--- src/include/l1_mau_config.svh ---
// Memory access unit configuration
// Widths of the core address, bus beat, byte enables and cache line
`ifndef L1_MAU_CONFIG_SVH
`define L1_MAU_CONFIG_SVH

// Core side
`define CORE_ADDR_WIDTH 32
`define CORE_DATA_WIDTH 32
`define CORE_BE_WIDTH   4

// One line is four bus beats
`define L1_LINE_SIZE    128
`define TR_CNT_W        2

`endif

--- src/hdl/l1_mau_pkg.sv ---
// Memory access unit types
// Request header, acknowledge tag, done report and Wishbone request
`include "l1_mau_config.svh"

package l1_mau_pkg;

	// One bus transaction as queued by the arbiter
	typedef struct packed {
		logic                        we;
		logic                        nc;
		logic [`CORE_BE_WIDTH-1:0]   be;
		logic [`CORE_ADDR_WIDTH-1:0] addr;
	} mau_hdr_t;

	// Expected acknowledge run, src 1 is the data cache
	typedef struct packed {
		logic                src;
		logic                we;
		logic                nc;
		logic [`TR_CNT_W-1:0] cnt;
	} mau_tag_t;

	// Completed read, back to the arbiter
	typedef struct packed {
		logic valid;
		logic src;
		logic nc;
	} mau_done_t;

	// Master request outputs of the Wishbone port
	typedef struct packed {
		logic                        stb;
		logic                        we;
		logic [`CORE_BE_WIDTH-1:0]   sel;
		logic [`CORE_ADDR_WIDTH-1:0] adr;
		logic [`CORE_DATA_WIDTH-1:0] dat;
	} wb_mreq_t;

endpackage

--- src/hdl/l1_mau.sv ---
// L1 memory access unit
// Serves instruction line fills and data cache requests over a
// pipelined Wishbone B4 master port
`timescale 1ns/100ps
`include "l1_mau_config.svh"

module l1_mau (
	// Instruction cache
	input  logic                        l1i_req_val_i,
	input  logic [`CORE_ADDR_WIDTH-1:0] l1i_req_addr_i,
	output logic                        l1i_req_ack_o,
	output logic [`L1_LINE_SIZE-1:0]    l1i_ack_data_o,
	// Data cache
	input  logic                        l1d_req_val_i,
	input  logic                        l1d_req_nc_i,
	input  logic                        l1d_req_we_i,
	input  logic [`CORE_ADDR_WIDTH-1:0] l1d_req_addr_i,
	input  logic [`CORE_DATA_WIDTH-1:0] l1d_req_wdata_i,
	input  logic [`CORE_BE_WIDTH-1:0]   l1d_req_be_i,
	output logic                        l1d_req_ack_o,
	output logic [`L1_LINE_SIZE-1:0]    l1d_ack_data_o,
	output logic                        l1d_ack_nc_o,
	output logic                        l1d_ack_we_o,
	// Wishbone master
	input  logic                        wb_clk_i,
	input  logic                        wb_rst_i,
	input  logic [`CORE_DATA_WIDTH-1:0] wb_dat_i,
	input  logic                        wb_ack_i,
	input  logic                        wb_stall_i,
	output logic [`CORE_DATA_WIDTH-1:0] wb_dat_o,
	output logic [`CORE_ADDR_WIDTH-1:0] wb_adr_o,
	output logic [`CORE_BE_WIDTH-1:0]   wb_sel_o,
	output logic                        wb_cyc_o,
	output logic                        wb_stb_o,
	output logic                        wb_we_o
);

	l1_mau_pkg::mau_hdr_t        hdr_wr;
	l1_mau_pkg::mau_hdr_t        hdr_rd;
	l1_mau_pkg::mau_tag_t        tag_wr;
	l1_mau_pkg::mau_tag_t        tag_rd;
	l1_mau_pkg::mau_done_t       done;
	l1_mau_pkg::wb_mreq_t        mreq;
	logic                        grant;
	logic                        hdr_re;
	logic                        hdr_full;
	logic                        hdr_empty;
	logic                        dat_we;
	logic                        dat_re;
	logic                        dat_full;
	logic                        tag_re;
	logic                        tag_full;
	logic                        tag_empty;
	logic [`CORE_DATA_WIDTH-1:0] wdata_wr;
	logic [`CORE_DATA_WIDTH-1:0] wdata_rd;
	logic [`L1_LINE_SIZE-1:0]    line;

	l1_req_arbiter u_arbiter (
		.wb_clk_i        (wb_clk_i),
		.wb_rst_i        (wb_rst_i),
		.l1i_req_val_i   (l1i_req_val_i),
		.l1i_req_addr_i  (l1i_req_addr_i),
		.l1d_req_val_i   (l1d_req_val_i),
		.l1d_req_nc_i    (l1d_req_nc_i),
		.l1d_req_we_i    (l1d_req_we_i),
		.l1d_req_addr_i  (l1d_req_addr_i),
		.l1d_req_wdata_i (l1d_req_wdata_i),
		.l1d_req_be_i    (l1d_req_be_i),
		.hdr_full_i      (hdr_full),
		.dat_full_i      (dat_full),
		.tag_full_i      (tag_full),
		.done_i          (done),
		.grant_o         (grant),
		.hdr_o           (hdr_wr),
		.tag_o           (tag_wr),
		.dat_we_o        (dat_we),
		.wdata_o         (wdata_wr),
		.l1i_req_ack_o   (l1i_req_ack_o),
		.l1d_req_ack_o   (l1d_req_ack_o),
		.l1d_ack_nc_o    (l1d_ack_nc_o),
		.l1d_ack_we_o    (l1d_ack_we_o)
	);

	// ------------------------------
	// Queues between arbiter and bus
	// ------------------------------
	sync_fifo #(.DWIDTH($bits(l1_mau_pkg::mau_hdr_t)), .AWIDTH(2)) u_hdr_fifo (
		.wb_clk_i     (wb_clk_i),
		.wb_rst_i     (wb_rst_i),
		.fifo_we_i    (grant),
		.fifo_wd_i    (hdr_wr),
		.fifo_re_i    (hdr_re),
		.fifo_rd_o    (hdr_rd),
		.fifo_full_o  (hdr_full),
		.fifo_empty_o (hdr_empty)
	);

	// Write data only, popped with its header
	sync_fifo #(.DWIDTH(`CORE_DATA_WIDTH), .AWIDTH(1)) u_dat_fifo (
		.wb_clk_i     (wb_clk_i),
		.wb_rst_i     (wb_rst_i),
		.fifo_we_i    (dat_we),
		.fifo_wd_i    (wdata_wr),
		.fifo_re_i    (dat_re),
		.fifo_rd_o    (wdata_rd),
		.fifo_full_o  (dat_full),
		.fifo_empty_o ()
	);

	sync_fifo #(.DWIDTH($bits(l1_mau_pkg::mau_tag_t)), .AWIDTH(2)) u_tag_fifo (
		.wb_clk_i     (wb_clk_i),
		.wb_rst_i     (wb_rst_i),
		.fifo_we_i    (grant),
		.fifo_wd_i    (tag_wr),
		.fifo_re_i    (tag_re),
		.fifo_rd_o    (tag_rd),
		.fifo_full_o  (tag_full),
		.fifo_empty_o (tag_empty)
	);

	wb_tr_engine u_tr_engine (
		.wb_clk_i    (wb_clk_i),
		.wb_rst_i    (wb_rst_i),
		.hdr_i       (hdr_rd),
		.hdr_empty_i (hdr_empty),
		.wdata_i     (wdata_rd),
		.wb_stall_i  (wb_stall_i),
		.hdr_re_o    (hdr_re),
		.dat_re_o    (dat_re),
		.wb_mreq_o   (mreq)
	);

	wb_ack_collector u_ack_collector (
		.wb_clk_i    (wb_clk_i),
		.wb_rst_i    (wb_rst_i),
		.wb_ack_i    (wb_ack_i),
		.wb_dat_i    (wb_dat_i),
		.tag_i       (tag_rd),
		.tag_empty_i (tag_empty),
		.tag_re_o    (tag_re),
		.wb_cyc_o    (wb_cyc_o),
		.line_o      (line),
		.done_o      (done)
	);

	assign wb_stb_o = mreq.stb;
	assign wb_we_o  = mreq.we;
	assign wb_sel_o = mreq.sel;
	assign wb_adr_o = mreq.adr;
	assign wb_dat_o = mreq.dat;

	// Both caches see the same line register
	assign l1i_ack_data_o = line;
	assign l1d_ack_data_o = line;

endmodule

--- src/hdl/l1_req_arbiter.sv ---
// Request arbiter of the memory access unit
// Data cache over instruction cache, one read in flight per source,
// posted writes acknowledged on grant
`timescale 1ns/100ps
`include "l1_mau_config.svh"

module l1_req_arbiter (
	input  logic                        wb_clk_i,
	input  logic                        wb_rst_i,
	input  logic                        l1i_req_val_i,
	input  logic [`CORE_ADDR_WIDTH-1:0] l1i_req_addr_i,
	input  logic                        l1d_req_val_i,
	input  logic                        l1d_req_nc_i,
	input  logic                        l1d_req_we_i,
	input  logic [`CORE_ADDR_WIDTH-1:0] l1d_req_addr_i,
	input  logic [`CORE_DATA_WIDTH-1:0] l1d_req_wdata_i,
	input  logic [`CORE_BE_WIDTH-1:0]   l1d_req_be_i,
	input  logic                        hdr_full_i,
	input  logic                        dat_full_i,
	input  logic                        tag_full_i,
	input  l1_mau_pkg::mau_done_t       done_i,
	output logic                        grant_o,
	output l1_mau_pkg::mau_hdr_t        hdr_o,
	output l1_mau_pkg::mau_tag_t        tag_o,
	output logic                        dat_we_o,
	output logic [`CORE_DATA_WIDTH-1:0] wdata_o,
	output logic                        l1i_req_ack_o,
	output logic                        l1d_req_ack_o,
	output logic                        l1d_ack_nc_o,
	output logic                        l1d_ack_we_o
);

	localparam int BEATS = `L1_LINE_SIZE / `CORE_DATA_WIDTH;
	localparam logic [`CORE_ADDR_WIDTH-1:0] LINE_MASK =
		~(`CORE_ADDR_WIDTH'(`L1_LINE_SIZE / 8 - 1));

	logic                        room;
	logic                        d_sel;
	logic                        i_sel;
	logic                        wr_grant;
	logic                        single;
	logic                        d_busy_r;
	logic                        i_busy_r;
	logic [`CORE_ADDR_WIDTH-1:0] req_addr;

	// ------------------------------
	// Source selection
	// ------------------------------
	assign room     = !hdr_full_i && !tag_full_i;
	assign d_sel    = l1d_req_val_i && !d_busy_r && room && (!l1d_req_we_i || !dat_full_i);
	assign i_sel    = l1i_req_val_i && !i_busy_r && room && !d_sel;
	assign wr_grant = d_sel && l1d_req_we_i;
	assign single   = d_sel && (l1d_req_we_i || l1d_req_nc_i);
	assign req_addr = d_sel ? l1d_req_addr_i : l1i_req_addr_i;
	assign grant_o  = d_sel || i_sel;

	// Line fills start at the line base
	assign hdr_o.we   = wr_grant;
	assign hdr_o.nc   = d_sel && l1d_req_nc_i;
	assign hdr_o.be   = wr_grant ? l1d_req_be_i : '1;
	assign hdr_o.addr = single ? req_addr : (req_addr & LINE_MASK);

	assign tag_o.src = d_sel;
	assign tag_o.we  = wr_grant;
	assign tag_o.nc  = d_sel && l1d_req_nc_i;
	assign tag_o.cnt = single ? '0 : `TR_CNT_W'(BEATS - 1);

	assign dat_we_o = wr_grant;
	assign wdata_o  = l1d_req_wdata_i;

	// ------------------------------
	// Outstanding reads
	// ------------------------------
	always_ff @(posedge wb_clk_i or posedge wb_rst_i) begin
		if (wb_rst_i) begin
			d_busy_r <= 1'b0;
			i_busy_r <= 1'b0;
		end else begin
			if (d_sel && !l1d_req_we_i)
				d_busy_r <= 1'b1;
			else if (done_i.valid && done_i.src)
				d_busy_r <= 1'b0;
			if (i_sel)
				i_busy_r <= 1'b1;
			else if (done_i.valid && !done_i.src)
				i_busy_r <= 1'b0;
		end
	end

	// Writes ack on grant, reads on their done pulse
	assign l1i_req_ack_o = done_i.valid && !done_i.src;
	assign l1d_req_ack_o = wr_grant || (done_i.valid && done_i.src);
	assign l1d_ack_nc_o  = (wr_grant && l1d_req_nc_i) || (done_i.valid && done_i.src && done_i.nc);
	assign l1d_ack_we_o  = wr_grant;

	// A cache keeps its request up until it is acknowledged
	a_i_hold: assert property (@(posedge wb_clk_i) disable iff (wb_rst_i)
		(l1i_req_val_i && !l1i_req_ack_o) |=> l1i_req_val_i);
	a_d_hold: assert property (@(posedge wb_clk_i) disable iff (wb_rst_i)
		(l1d_req_val_i && !l1d_req_ack_o) |=> l1d_req_val_i);
	// A done report always belongs to a read still in flight
	a_done_owned: assert property (@(posedge wb_clk_i) disable iff (wb_rst_i)
		done_i.valid |-> (done_i.src ? d_busy_r : i_busy_r));

endmodule

--- src/hdl/sync_fifo.sv ---
// Synchronous FIFO
// Register array with a show-ahead read port and full/empty flags
`timescale 1ns/100ps

module sync_fifo #(
	parameter int DWIDTH = 8,
	parameter int AWIDTH = 2
) (
	input  logic              wb_clk_i,
	input  logic              wb_rst_i,
	input  logic              fifo_we_i,
	input  logic [DWIDTH-1:0] fifo_wd_i,
	input  logic              fifo_re_i,
	output logic [DWIDTH-1:0] fifo_rd_o,
	output logic              fifo_full_o,
	output logic              fifo_empty_o
);

	localparam int DEPTH = 2 ** AWIDTH;

	logic [DWIDTH-1:0] mem_r [DEPTH];
	logic [AWIDTH:0]   wr_ptr_r;
	logic [AWIDTH:0]   rd_ptr_r;
	logic [AWIDTH:0]   count;

	always_ff @(posedge wb_clk_i or posedge wb_rst_i) begin
		if (wb_rst_i) begin
			wr_ptr_r <= '0;
			rd_ptr_r <= '0;
		end else begin
			if (fifo_we_i)
				wr_ptr_r <= wr_ptr_r + 1'b1;
			if (fifo_re_i)
				rd_ptr_r <= rd_ptr_r + 1'b1;
		end
	end

	always_ff @(posedge wb_clk_i) begin
		if (fifo_we_i)
			mem_r[wr_ptr_r[AWIDTH-1:0]] <= fifo_wd_i;
	end

	// Head entry is visible without a read strobe
	assign fifo_rd_o    = mem_r[rd_ptr_r[AWIDTH-1:0]];
	assign count        = wr_ptr_r - rd_ptr_r;
	assign fifo_full_o  = (count == (AWIDTH+1)'(DEPTH));
	assign fifo_empty_o = (count == '0);

	a_no_overflow: assert property (@(posedge wb_clk_i) disable iff (wb_rst_i)
		fifo_we_i |-> !fifo_full_o);
	a_no_underflow: assert property (@(posedge wb_clk_i) disable iff (wb_rst_i)
		fifo_re_i |-> !fifo_empty_o);

endmodule

--- src/hdl/wb_ack_collector.sv ---
// Wishbone acknowledge collector
// Matches returning acks against queued tags, builds line data
// and reports completed reads
`timescale 1ns/100ps
`include "l1_mau_config.svh"

module wb_ack_collector (
	input  logic                        wb_clk_i,
	input  logic                        wb_rst_i,
	input  logic                        wb_ack_i,
	input  logic [`CORE_DATA_WIDTH-1:0] wb_dat_i,
	input  l1_mau_pkg::mau_tag_t        tag_i,
	input  logic                        tag_empty_i,
	output logic                        tag_re_o,
	output logic                        wb_cyc_o,
	output logic [`L1_LINE_SIZE-1:0]    line_o,
	output l1_mau_pkg::mau_done_t       done_o
);

	localparam logic ACK_IDLE = 1'b0;
	localparam logic ACK_REC  = 1'b1;

	logic                     state_r;
	logic                     state_nxt;
	logic [`TR_CNT_W-1:0]     cnt_r;
	logic [`TR_CNT_W-1:0]     cnt_nxt;
	logic                     last_ack;
	logic                     done_valid_r;
	logic                     done_src_r;
	logic                     done_nc_r;
	logic [`L1_LINE_SIZE-1:0] line_r;

	// First ack of a run is judged by the tag, later ones by the counter
	assign last_ack = wb_ack_i && ((state_r == ACK_IDLE) ? (tag_i.cnt == '0) : (cnt_r == '0));
	assign tag_re_o = last_ack;
	assign wb_cyc_o = !tag_empty_i;

	always_comb begin
		state_nxt = state_r;
		cnt_nxt   = cnt_r;
		if (last_ack) begin
			state_nxt = ACK_IDLE;
		end else if (wb_ack_i) begin
			state_nxt = ACK_REC;
			cnt_nxt   = ((state_r == ACK_IDLE) ? tag_i.cnt : cnt_r) - 1'b1;
		end
	end

	always_ff @(posedge wb_clk_i or posedge wb_rst_i) begin
		if (wb_rst_i) begin
			state_r      <= ACK_IDLE;
			cnt_r        <= '0;
			done_valid_r <= 1'b0;
		end else begin
			state_r      <= state_nxt;
			cnt_r        <= cnt_nxt;
			done_valid_r <= last_ack && !tag_i.we;
		end
	end

	// ------------------------------
	// Line assembly
	// ------------------------------
	always_ff @(posedge wb_clk_i) begin
		if (wb_ack_i)
			line_r <= {wb_dat_i, line_r[`L1_LINE_SIZE-1:`CORE_DATA_WIDTH]};
		if (last_ack) begin
			done_src_r <= tag_i.src;
			done_nc_r  <= tag_i.nc;
		end
	end

	assign line_o = line_r;
	assign done_o = '{valid: done_valid_r, src: done_src_r, nc: done_nc_r};

	a_ack_expected: assert property (@(posedge wb_clk_i) disable iff (wb_rst_i)
		wb_ack_i |-> !tag_empty_i);

endmodule

--- src/hdl/wb_tr_engine.sv ---
// Wishbone transaction engine
// Turns queued headers into pipelined strobes, one beat per unstalled cycle
`timescale 1ns/100ps
`include "l1_mau_config.svh"

module wb_tr_engine (
	input  logic                        wb_clk_i,
	input  logic                        wb_rst_i,
	input  l1_mau_pkg::mau_hdr_t        hdr_i,
	input  logic                        hdr_empty_i,
	input  logic [`CORE_DATA_WIDTH-1:0] wdata_i,
	input  logic                        wb_stall_i,
	output logic                        hdr_re_o,
	output logic                        dat_re_o,
	output l1_mau_pkg::wb_mreq_t        wb_mreq_o
);

	localparam int   BEATS   = `L1_LINE_SIZE / `CORE_DATA_WIDTH;
	localparam logic TR_IDLE = 1'b0;
	localparam logic TR_REQ  = 1'b1;

	logic                        state_r;
	logic                        state_nxt;
	logic [`CORE_ADDR_WIDTH-1:0] addr_r;
	logic [`CORE_ADDR_WIDTH-1:0] addr_nxt;
	logic [`TR_CNT_W-1:0]        cnt_r;
	logic [`TR_CNT_W-1:0]        cnt_nxt;
	logic                        last_beat;

	assign last_beat = (state_r == TR_REQ) && (cnt_r == '0) && !wb_stall_i;
	assign hdr_re_o  = last_beat;
	assign dat_re_o  = last_beat && hdr_i.we;

	always_comb begin
		state_nxt = state_r;
		addr_nxt  = addr_r;
		cnt_nxt   = cnt_r;
		if (state_r == TR_IDLE) begin
			if (!hdr_empty_i) begin
				state_nxt = TR_REQ;
				addr_nxt  = hdr_i.addr;
				cnt_nxt   = (hdr_i.we || hdr_i.nc) ? '0 : `TR_CNT_W'(BEATS - 1);
			end
		end else if (!wb_stall_i) begin
			if (cnt_r == '0) begin
				state_nxt = TR_IDLE;
			end else begin
				addr_nxt = addr_r + `CORE_ADDR_WIDTH'(`CORE_DATA_WIDTH / 8);
				cnt_nxt  = cnt_r - 1'b1;
			end
		end
	end

	always_ff @(posedge wb_clk_i or posedge wb_rst_i) begin
		if (wb_rst_i) begin
			state_r <= TR_IDLE;
			cnt_r   <= '0;
		end else begin
			state_r <= state_nxt;
			cnt_r   <= cnt_nxt;
		end
	end

	always_ff @(posedge wb_clk_i) begin
		addr_r <= addr_nxt;
	end

	// we, sel and dat come from FIFO heads, held until the last beat pops them
	assign wb_mreq_o = '{stb: (state_r == TR_REQ), we: hdr_i.we, sel: hdr_i.be,
		adr: addr_r, dat: wdata_i};

	a_stall_hold: assert property (@(posedge wb_clk_i) disable iff (wb_rst_i)
		(wb_mreq_o.stb && wb_stall_i) |=> (wb_mreq_o.stb && $stable(wb_mreq_o.adr)));

endmodule

--- config.mk ---
export PLATFORM = sky130hd
export DESIGN_NAME = l1_mau
export DESIGN_NICKNAME = d
export VERILOG_FILES = /design/src/hdl/l1_mau_pkg.sv /design/src/hdl/l1_mau.sv /design/src/hdl/l1_req_arbiter.sv /design/src/hdl/sync_fifo.sv /design/src/hdl/wb_ack_collector.sv /design/src/hdl/wb_tr_engine.sv
export VERILOG_INCLUDE_DIRS = /design/src /design/src/include
export SDC_FILE = /design/constraint.sdc
export NUM_CORES = 1
export LEC_CHECK = 0
export BUFFER_PORTS_ARGS = -buffer_cell sky130_fd_sc_hd__buf_2
export CAP_MARGIN = 20
export CORE_ASPECT_RATIO = 2
export CORE_MARGIN = 5
export CORE_UTILIZATION = 59
export CTS_BUF_LIST = sky130_fd_sc_hd__clkbuf_8
export CTS_CLUSTER_SIZE = 16
export DETAILED_ROUTE_END_ITERATION = 12
export GPL_TIMING_DRIVEN = 0
export PLACE_DENSITY_LB_ADDON = 0.08
export SLEW_MARGIN = 25
export SYNTH_ARGS = -nofsm -noshare
export SYNTH_HDL_FRONTEND = slang
export SYNTH_HIERARCHICAL = 1
export SYNTH_SLANG_ARGS = --single-unit
--- constraint.sdc ---
create_clock -name wb_clk_i -period 8.06 [get_ports wb_clk_i]
set_input_delay 0.806 -clock wb_clk_i [delete_from_list [all_inputs] [get_ports wb_clk_i]]
set_output_delay 0.806 -clock wb_clk_i [all_outputs]
set_load 0.01 [all_outputs]
## After elaboration in Yosys (flattened, before gate mapping)

Memory sizes are Yosys's and may differ from the RTL's.
Index checks and enable logic that the tools add are counted.

- Eq/ne operators: 6
- Reduce and logical (&&, ||, !) cells: 47
- Add/sub/neg operators: 12
- Bitwise gates (word level): 1
- Muxes and demuxes: 29

Operator list:

| cell | count |
|---|---|
| $mux W32 | 5 |
| $add A32 B3 Y32 const B | 1 |
| $logic_and A1 B1 Y1 | 20 |
| $mux W1 | 15 |
| $mux W2 | 7 |
| $add A3 B1 Y3 const B | 4 |
| $logic_not A1 Y1 | 11 |
| $mux W4 | 2 |
| $eq A3 B3 Y1 const B | 2 |
| $logic_not A2 Y1 | 3 |
| $logic_not A3 Y1 | 2 |
| $logic_or A1 B1 Y1 | 6 |
| $ne A2 B2 Y1 const B | 3 |
| $reduce_bool A2 Y1 | 3 |
| $sub A3 B3 Y3 | 2 |
| $add A2 B1 Y2 const B | 2 |
| $sub A2 B1 Y2 const B | 2 |
| $reduce_and A3 Y1 | 1 |
| $eq A2 B2 Y1 const B | 1 |
| $reduce_and A2 Y1 | 1 |
| $sub A2 B2 Y2 | 1 |
| $not A1 Y1 | 1 |

- RAM bits: 236
- Memories: 3
- Register bits: 187
- Output and inout bits: 331
- Bits of input ports: 140

Memories:

| memory | words | bits a word | rd ports | clocked after memory_dff | wr ports | line | RTL |
|---|---|---|---|---|---|---|---|
| u_hdr_fifo.mem_r | 4 | 38 | 1 | 0 | 1 | sync_fifo.sv:21 | `logic [DWIDTH-1:0] mem_r [DEPTH];` |
| u_dat_fifo.mem_r | 2 | 32 | 1 | 0 | 1 | sync_fifo.sv:21 |  |
| u_tag_fifo.mem_r | 4 | 5 | 1 | 0 | 1 | sync_fifo.sv:21 |  |

## Longest topological paths before layout

Gate-level depths: netlist of the first run.

- Depth after elaboration: 11
- Gate-level depth with buffers: 14
- Gate-level depth less buffers: 11

## Hierarchy

Netlist of the first run, hierarchy kept.

Modules (own cells, without submodules):

| module | area each (µm²) | cells each | sequential area each (µm²) | instances |
|---|---|---|---|---|
| sync_fifo at u_hdr_fifo | 5,844.4 | 234 | 4,714.5 | 1 |
| wb_ack_collector | 4,142.7 | 154 | 4,003.8 | 1 |
| sync_fifo at u_dat_fifo | 2,641.3 | 116 | 2,021.9 | 1 |
| wb_tr_engine | 2,368.5 | 256 | 1,036.0 | 1 |
| sync_fifo at u_tag_fifo | 1,096.1 | 62 | 750.7 | 1 |
| l1_req_arbiter | 967.2 | 101 | 50.0 | 1 |
| l1_mau | 960.9 | 128 | 0.0 | 1 |

## Worst setup path before layout of the first run

OpenSTA, ideal clock, no wires.

- Path kind: register to register
- Start: register u_hdr_fifo.rd_ptr_r[1]
- End: memory u_dat_fifo/mem_r[0][0] (netlist bit) (enable)
- Arrival: 3.941 ns
- Required time: 7.635 ns
- Cell stages (with the launch flop): 12
- Path slack: 3.694 ns
- Path through: dfrtp_1 > buf_2 > buf_2 > inv_1 > ha_1 > nor2b_1 > xnor2_1 > nor2b_1 > or4b_4 > or3b_1 > inv_2 > nor2b_1

- Cells in the longest elaborated chain, start to end: 9

RTL lines:

| element | line | RTL |
|---|---|---|
| start, declared | sync_fifo.sv:23 | `logic [AWIDTH:0] rd_ptr_r;` |
| start signal, assigned | sync_fifo.sv:34 | `rd_ptr_r <= rd_ptr_r + 1'b1;` |
| $sub A3 B3 Y3 | sync_fifo.sv:45 | `assign count = wr_ptr_r - rd_ptr_r;` |
| $eq A3 B3 Y1 | sync_fifo.sv:46 | `assign fifo_full_o = (count == (AWIDTH+1)'(DEPTH));` |
| via hdr_full | l1_mau.sv:46 | `logic hdr_full;` |
| $logic_not A1 Y1 | l1_req_arbiter.sv:49 | `assign room = !hdr_full_i && !tag_full_i;` |
| $logic_and A1 B1 Y1 | l1_req_arbiter.sv:49 |  |
| $logic_and A1 B1 Y1 (2 in a row) | l1_req_arbiter.sv:50 | `assign d_sel = l1d_req_val_i && !d_busy_r && room && (!l1d_req_we_i \|\| !dat_full_i);` |
| $logic_and A1 B1 Y1 | l1_req_arbiter.sv:52 | `assign wr_grant = d_sel && l1d_req_we_i;` |
| via dat_we | l1_mau.sv:48 | `logic dat_we;` |
| $mux W1 | sync_fifo.sv:39 | `if (fifo_we_i)` |
| $mux W1 (implied by the code) | sync_fifo.sv:40 | `mem_r[wr_ptr_r[AWIDTH-1:0]] <= fifo_wd_i;` |
| end, declared | sync_fifo.sv:21 |  |

The timed path passes the listed nets, and every way through them passes these cells.

## Final worst setup path of the first run

- Start: register u_hdr_fifo.rd_ptr_r[1]
- End: output port l1d_ack_we_o

- Cells in the longest elaborated chain, start to end: 7

RTL lines:

| element | line | RTL |
|---|---|---|
| $sub A3 B3 Y3 | sync_fifo.sv:45 |  |
| $eq A3 B3 Y1 | sync_fifo.sv:46 |  |
| via hdr_full | l1_mau.sv:46 |  |
| $logic_not A1 Y1 | l1_req_arbiter.sv:49 |  |
| $logic_and A1 B1 Y1 | l1_req_arbiter.sv:49 |  |
| $logic_and A1 B1 Y1 (2 in a row) | l1_req_arbiter.sv:50 |  |
| $logic_and A1 B1 Y1 | l1_req_arbiter.sv:52 |  |
| end, declared | l1_mau.sv:23 | `output logic l1d_ack_we_o,` |

The timed path passes the listed nets, and every way through them passes these cells.

==> results of run 1 <==
-- sequential cells by signal (all words and copies together), names as in the netlist, 2 cells and up --
| signal | count |
|---|---|
| u_hdr_fifo/rd_ptr_r | 3 |
| u_tag_fifo/rd_ptr_r | 3 |
| u_dat_fifo/wr_ptr_r | 2 |
| u_dat_fifo/mem_r | 64 |
| u_tag_fifo/mem_r | 20 |
| u_hdr_fifo/mem_r | 152 |
| u_tag_fifo/wr_ptr_r | 3 |
| u_ack_collector/cnt_r | 2 |
| u_tr_engine/cnt_r | 2 |
| u_dat_fifo/rd_ptr_r | 2 |
| u_tr_engine/addr_r | 32 |
| u_ack_collector/line_o | 128 |
| u_hdr_fifo/wr_ptr_r | 3 |
-- area by class of cell --
type	instances	area (um^2)	area share (%)
antenna	6	15.01	0.06850
buffer	234	1768	8.066
clock buffer	60	825.8	3.768
clock inverter	42	277.8	1.267
inverter	27	101.3	0.4624
multi-input combinational	366	3608	16.46
sequential	423	12580	57.38
tap	368	460.4	2.101
timing repair buffer	438	2285	10.42
-- how the worst min path moves through the flow --
| stage | startpoint | endpoint | slack, ps | cells past startpoint |
|---|---|---|---|---|
| final | wb_rst_i | u_arbiter/i_busy_r | 150 | 2 |
| after global routing | wb_rst_i | u_arbiter/i_busy_r | 110 | 2 |
| after CTS | wb_rst_i | u_arbiter/i_busy_r | 90 | 2 |
| after detailed placement | u_ack_collector/line_o[105] | u_ack_collector/line_o[73] | 460 | 0 |
| after global placement | u_ack_collector/line_o[46] | u_ack_collector/line_o[14] | 450 | 0 |
| after floorplan | u_arbiter/d_busy_r | u_arbiter/d_busy_r | 450 | 2 |
-- power by group through the flow --
stage | combinational, uW | sequential [uW] | clock (uW)
2_1_floorplan | 1490 | 3300 | 0
3_3_place_gp | 2240 | 3310 | 0
3_5_place_dp | 2320 | 3310 | 0
4_1_cts | 2330 | 3270 | 1610
5_1_grt | 2470 | 3310 | 1710
6_report | 2290 | 3260 | 1560
-- stage by stage --
| stage | cells | power, uW | setup WS [ps] | area, um^2 |
|---|---|---|---|---|
| 5_1_grt | 1963 | 7495 | 3180 | 21920 |
| 4_1_cts | 1958 | 7204 | 3310 | 21900 |
| 3_5_place_dp | 1856 | 5627 | 3954 | 20790 |
| 3_3_place_gp | 1852 | 5541 | 2370 | 20650 |
| 6_report | 1964 | 7111 | 3422 | 21920 |
| 2_1_floorplan | 1050 | 4785 | 3694 | 18020 |
-- placed cells by master, fill, tap and decap left out, types with 12 or more instances in the layout --
master	instances
buf_2	437
edfxtp_1	398
buf_4	208
clkbuf_8	60
mux2_4	55
mux4_2	43
inv_1	36
nor2_1	36
dfrtp_1	25
nand2_1	23
a31oi_1	17
clkinv_1	16
a21oi_1	16
o21ai_0	16
ha_1	16
xnor2_1	15
nand3_1	14
xor2_1	14
clkinv_2	12
-- routing by layer --
layer	up-vias	part of all wire (%)
li1	4742	-
met1	4953	32
met3	84	7.4
met4	2	4.0
met5	-	0.049
met2	439	56
==> impl_metrics.tcl, run 1 <==
set metrics [dict create \
    outcome "finished, final reports clean" \
    vias_per_cell 5.204 \
    final_core_util_pct 72.63 \
    power_density_mw_per_mm2 324.4 \
    cpMaxStageDelayCell "or4b_4" \
    core.rowCount 90 \
    clock_latency_ps 590 \
    hold_ws_ps 150.1 \
    gr-usage-met1_pct 23.78 \
    clock.fmax_mhz 215.6 \
    finalNetCount 1702 \
    grt_max_degree 103 \
    use_met2_pct 45.43 \
    yosys_warnings 6 \
    synth_area_mm2 0.01802 \
    irDropWorstVdd_uv 279.0 \
    power_switching_uw 2221 \
    die_h_um 257.1 \
    setup_tns_ps 0 \
    drive_above_1_share_pct 53.77 \
    slew_headroom_pct 50.86 \
    post_cts_buffers 0 \
    leakage_uw 0.008966 \
    cp_slowest_stage_delay_ps 550 \
    die_w_um 133.6 \
    cp-end-kind "output port" \
    syn_nets 1206 \
    vias 10220 \
    wl_per_cell_um 20.75 \
    critical_path.max_fanout 10 \
    gp_congestion 0.8021 \
    grt_usage_pct 23.62 \
    cp-endpoint "l1d_ack_we_o" \
    cp_common_cell "buf_2" \
    clock-skew-final_ps 12.51 \
    nFillCells 1977 \
    ff2ff_path_depth 12 \
    clk_path_buf_depth 3 \
    htreeDepth 2 \
    clkTransAtPathRegs_ps 70 \
    start_util_pct 59.70 \
    antenna_found_initial 8 \
    critPathLaunchType "flip-flop" \
    cts_hold_buf 0 \
    firstDrtPassIters 5 \
    post_cts_resized 0 \
    finalSetupViolCount 0 \
    busiest_layer "met2" \
    critical_path_class "reg2out" \
    hold_violations 0 \
    cts-buffers-inserted 56 \
    drv_cap 0 \
    grt.overflow.total 0 \
    tightest_slew_ps 737.1 \
    cts_tree "built" \
    netSwitchingFraction_pct 31.24 \
    combPwrFrac_pct 32.2 \
    rsz0062_at_grt "false" \
    fin_crit_sh_pct 57.54 \
    rr_startpoint "u_hdr_fifo/rd_ptr_r[1]" \
    syn_inst 1050 \
    dieArea_mm2 0.03434 \
    cp_num_cells 12 \
    crit_required_ps 7250 \
    ios 471 \
    drt_iter0_markers 430 \
    critical_path.startpoint "u_hdr_fifo/rd_ptr_r[1]" \
    fin_crit_ps 4638 \
    r2r-end "u_dat_fifo/mem_r[0][12]" \
    intPower_uw 4890 \
    gr-usage-met3_pct 5.786 \
    grt_pass1_vias 10717 \
    crit_buf_inv 6 \
    worstPathCellList "buf_2, buf_2, inv_1, ha_1, nor2b_1, xnor2_1, nor2b_1, or4b_4, or3b_1, inv_2, buf_4, buf_2" \
    power.share.clock_pct 22.0 \
    hold_class "in2async" \
    grt_pass1_wl_mm 61.75 \
    critical_path_arrival_ps 3830 \
    post-route-drc-count 0 \
    post-dp-hpwl_mm 31.18 \
    syn_avg_cell_area_um2 17.16 \
    cts_sinks 423 \
    core_mm2 0.03018 \
    portBuffers 434 \
    area_growth_pct 21.65 \
    rrSetupSlack_ps 4000 \
    root_buffer "clkbuf_8" \
    seqPwrFrac_pct 45.9 \
    slew_viol_final 0 \
    cp_top_family "simple AND/OR/NAND/NOR gates" \
    postRouteAntennaNets 0 \
    drt_wl_total_mm 40.75 \
]
Note: power is estimated with default switching activity, not from simulation.
==> run 2, diff against run 1 <==
--- a/config.mk
+++ b/config.mk
@@ -10,7 +10,7 @@
 export CAP_MARGIN = 20
 export CORE_ASPECT_RATIO = 2
 export CORE_MARGIN = 5
-export CORE_UTILIZATION = 59
+export CORE_UTILIZATION = 55
 export CTS_BUF_LIST = sky130_fd_sc_hd__clkbuf_8
 export CTS_CLUSTER_SIZE = 16
 export DETAILED_ROUTE_END_ITERATION = 12
==> constraint.sdc (replaced) <==
create_clock -name wb_clk_i -period 4.46 [get_ports wb_clk_i]
set_input_delay 0.446 -clock wb_clk_i [delete_from_list [all_inputs] [get_ports wb_clk_i]]
set_output_delay 0.446 -clock wb_clk_i [all_outputs]
set_load 0.01 [all_outputs]
==> impl_metrics.tcl, run 2 (same netlist as run 1, synthesis figures left out) <==
set metrics [dict create \
    layout_common_cells "buf_2, edfxtp_1, buf_4" \
    cp-end-kind "output port" \
    cpMaxStageDelayCell "or4b_4" \
    postRouteAntennaNets 0 \
    critical_path_class "reg2out" \
    htreeDepth 2 \
    clock.fmax_mhz 236.3 \
    dieArea_mm2 0.03670 \
    slew_headroom_pct 51.68 \
    power_density_mw_per_mm2 566.8 \
    layout_setup_ws_ps 227.5 \
    nFillCells 2220 \
    grt_max_degree 99 \
    layout_commonest_cell "buf_2" \
    place_ws_ps 307.5 \
    portBuffers 434 \
    grt_pass1_vias 10756 \
    gp_congestion 0.8100 \
    critical_path_arrival_ps 3790 \
    place_area_mm2 0.02087 \
    critical_path.max_fanout 10 \
    clock_latency_ps 590 \
    fin_crit_sh_pct 94.90 \
    multi_input_area_mm2 0.003608 \
    slew_viol_final 0 \
    grt.overflow.total 0 \
    hold_violations 0 \
    die_w_um 138.0 \
    drive_above_1_share_pct 51.64 \
    leakage_uw 0.009194 \
    drt_wl_total_mm 41.99 \
    cts_tree "built" \
    grt_usage_pct 22.39 \
    ios 471 \
    root_buffer "clkbuf_8" \
    finalNetCount 1763 \
    drt_iter0_markers 616 \
    irDropWorstVdd_uv 418.2 \
    clkTransAtPathRegs_ps 70 \
    start_util_pct 55.70 \
    cts_sinks 423 \
    post_cts_buffers 0 \
    outcome "finished, final reports clean" \
    grt_pass1_wl_mm 61.73 \
    post-dp-hpwl_mm 31.07 \
    hold_class "in2reg" \
    vias_per_cell 5.012 \
    worstPathCellList "buf_2, buf_4, inv_1, ha_1, nor2b_1, xnor2_1, nor2b_1, or4b_4, or3b_1, inv_2, buf_4, buf_2" \
    critPathLaunchType "flip-flop" \
    firstDrtPassIters 7 \
    die_h_um 266.0 \
    tightest_slew_ps 724.7 \
    largest_register_ffs 152 \
    area_growth_pct 25.12 \
    finalSetupViolCount 0 \
    seq_area_mm2 0.01258 \
    core_mm2 0.03235 \
    finalInstanceArea_mm2 0.02254 \
    cp_slowest_stage_delay_ps 560 \
    vias 10419 \
    wl_per_cell_um 20.20 \
    rsz0062_at_grt "false" \
    crit_required_ps 4010 \
    post-route-drc-count 0 \
    cts-buffers-inserted 54 \
    clk_path_buf_depth 3 \
    core.rowCount 93 \
    antenna_found_initial 4 \
    drv_cap 0 \
    clock-skew-final_ps 14.18 \
    fin_crit_ps 4232 \
]
## run 2: cell type report
| type | count | share of cell area [%] |
|---|---|---|
| flip-flops and latches | 423 | 55.79 |
| multi-input cells | 366 | 16.01 |
| repair buffers | 501 | 12.93 |
| plain buffers | 234 | 7.853 |
| clock buffers | 59 | 3.602 |
| well taps | 427 | 2.370 |
| clock inverters | 40 | 0.9768 |
| inverters | 27 | 0.4495 |
| diodes | 2 | 0.02220 |
## run 2: layer usage
metal	vias to the layer above	GRT usage [%]	part of all wire, %
li1	4858	-	-
met1	5015	22.05	31
met2	459	44.01	58
met3	83	5.178	8.3
met4	4	8.019	3.2
met5	-	0	0.064
## run 2: power breakdown
group / internal [uW] / total [uW] / leakage, uW / switching, uW
Clock: 1340 / 2690 / 0.000578 / 1350
Combinational: 1990 / 4180 / 0.00462 / 2190
Sequential: 5410 / 5910 / 0.00399 / 501
Total: 8730 / 12800 / 0.00919 / 4040
## run 2: path summary, 6_finish.rpt
kind | start | to | slack, ps | cells after the start
min | wb_dat_i[16] | u_ack_collector/line_o[112] | 40 | 1
max | u_hdr_fifo/rd_ptr_r[1] | l1d_ack_we_o | 230 | 12
max reg2reg | u_hdr_fifo/rd_ptr_r[1] | u_hdr_fifo/mem_r[3][2] | 460 | 13
min reg2reg | u_ack_collector/line_o[58] | u_ack_collector/line_o[26] | 480 | 0
max in group asynchronous | wb_rst_i | u_hdr_fifo/wr_ptr_r[1] | 3840 | 3
min in group asynchronous | wb_rst_i | u_arbiter/d_busy_r | 330 | 3
## run 2: stage by stage
step | hold slack [ps] | TNS, ps | power [uW] | utilization, % | std cells
3_5_place_dp | 400.3 | 0 | 10180 | 64.53 | 1915
5_1_grt | 7.015 | 0 | 13480 | 69.68 | 2078
3_3_place_gp | 391.0 | -178430 | 10020 | 64.06 | 1911
6_report | 43.93 | 0 | 12780 | 69.69 | 2079
4_1_cts | 3.606 | 0 | 12930 | 69.68 | 2077
2_1_floorplan | 187.2 | 0 | 8647 | - | 1050
## run 2: what timing repair did
action | CTS | global route
setup endpoints to repair | 1 | 0
resized for setup | 1 | 0
endpoints found under the hold margin | 116 | 0
hold buffers | 63 | 0
## run 2: critical path: cells and delay by family (launching register included)
kind	cells	cell delay [ps]
XOR/XNOR	1	90
flip-flops	1	430
AND/OR/NAND/NOR	4	1320
adder cells (fa/ha/maj)	1	180
buffers and inverters	6	1160
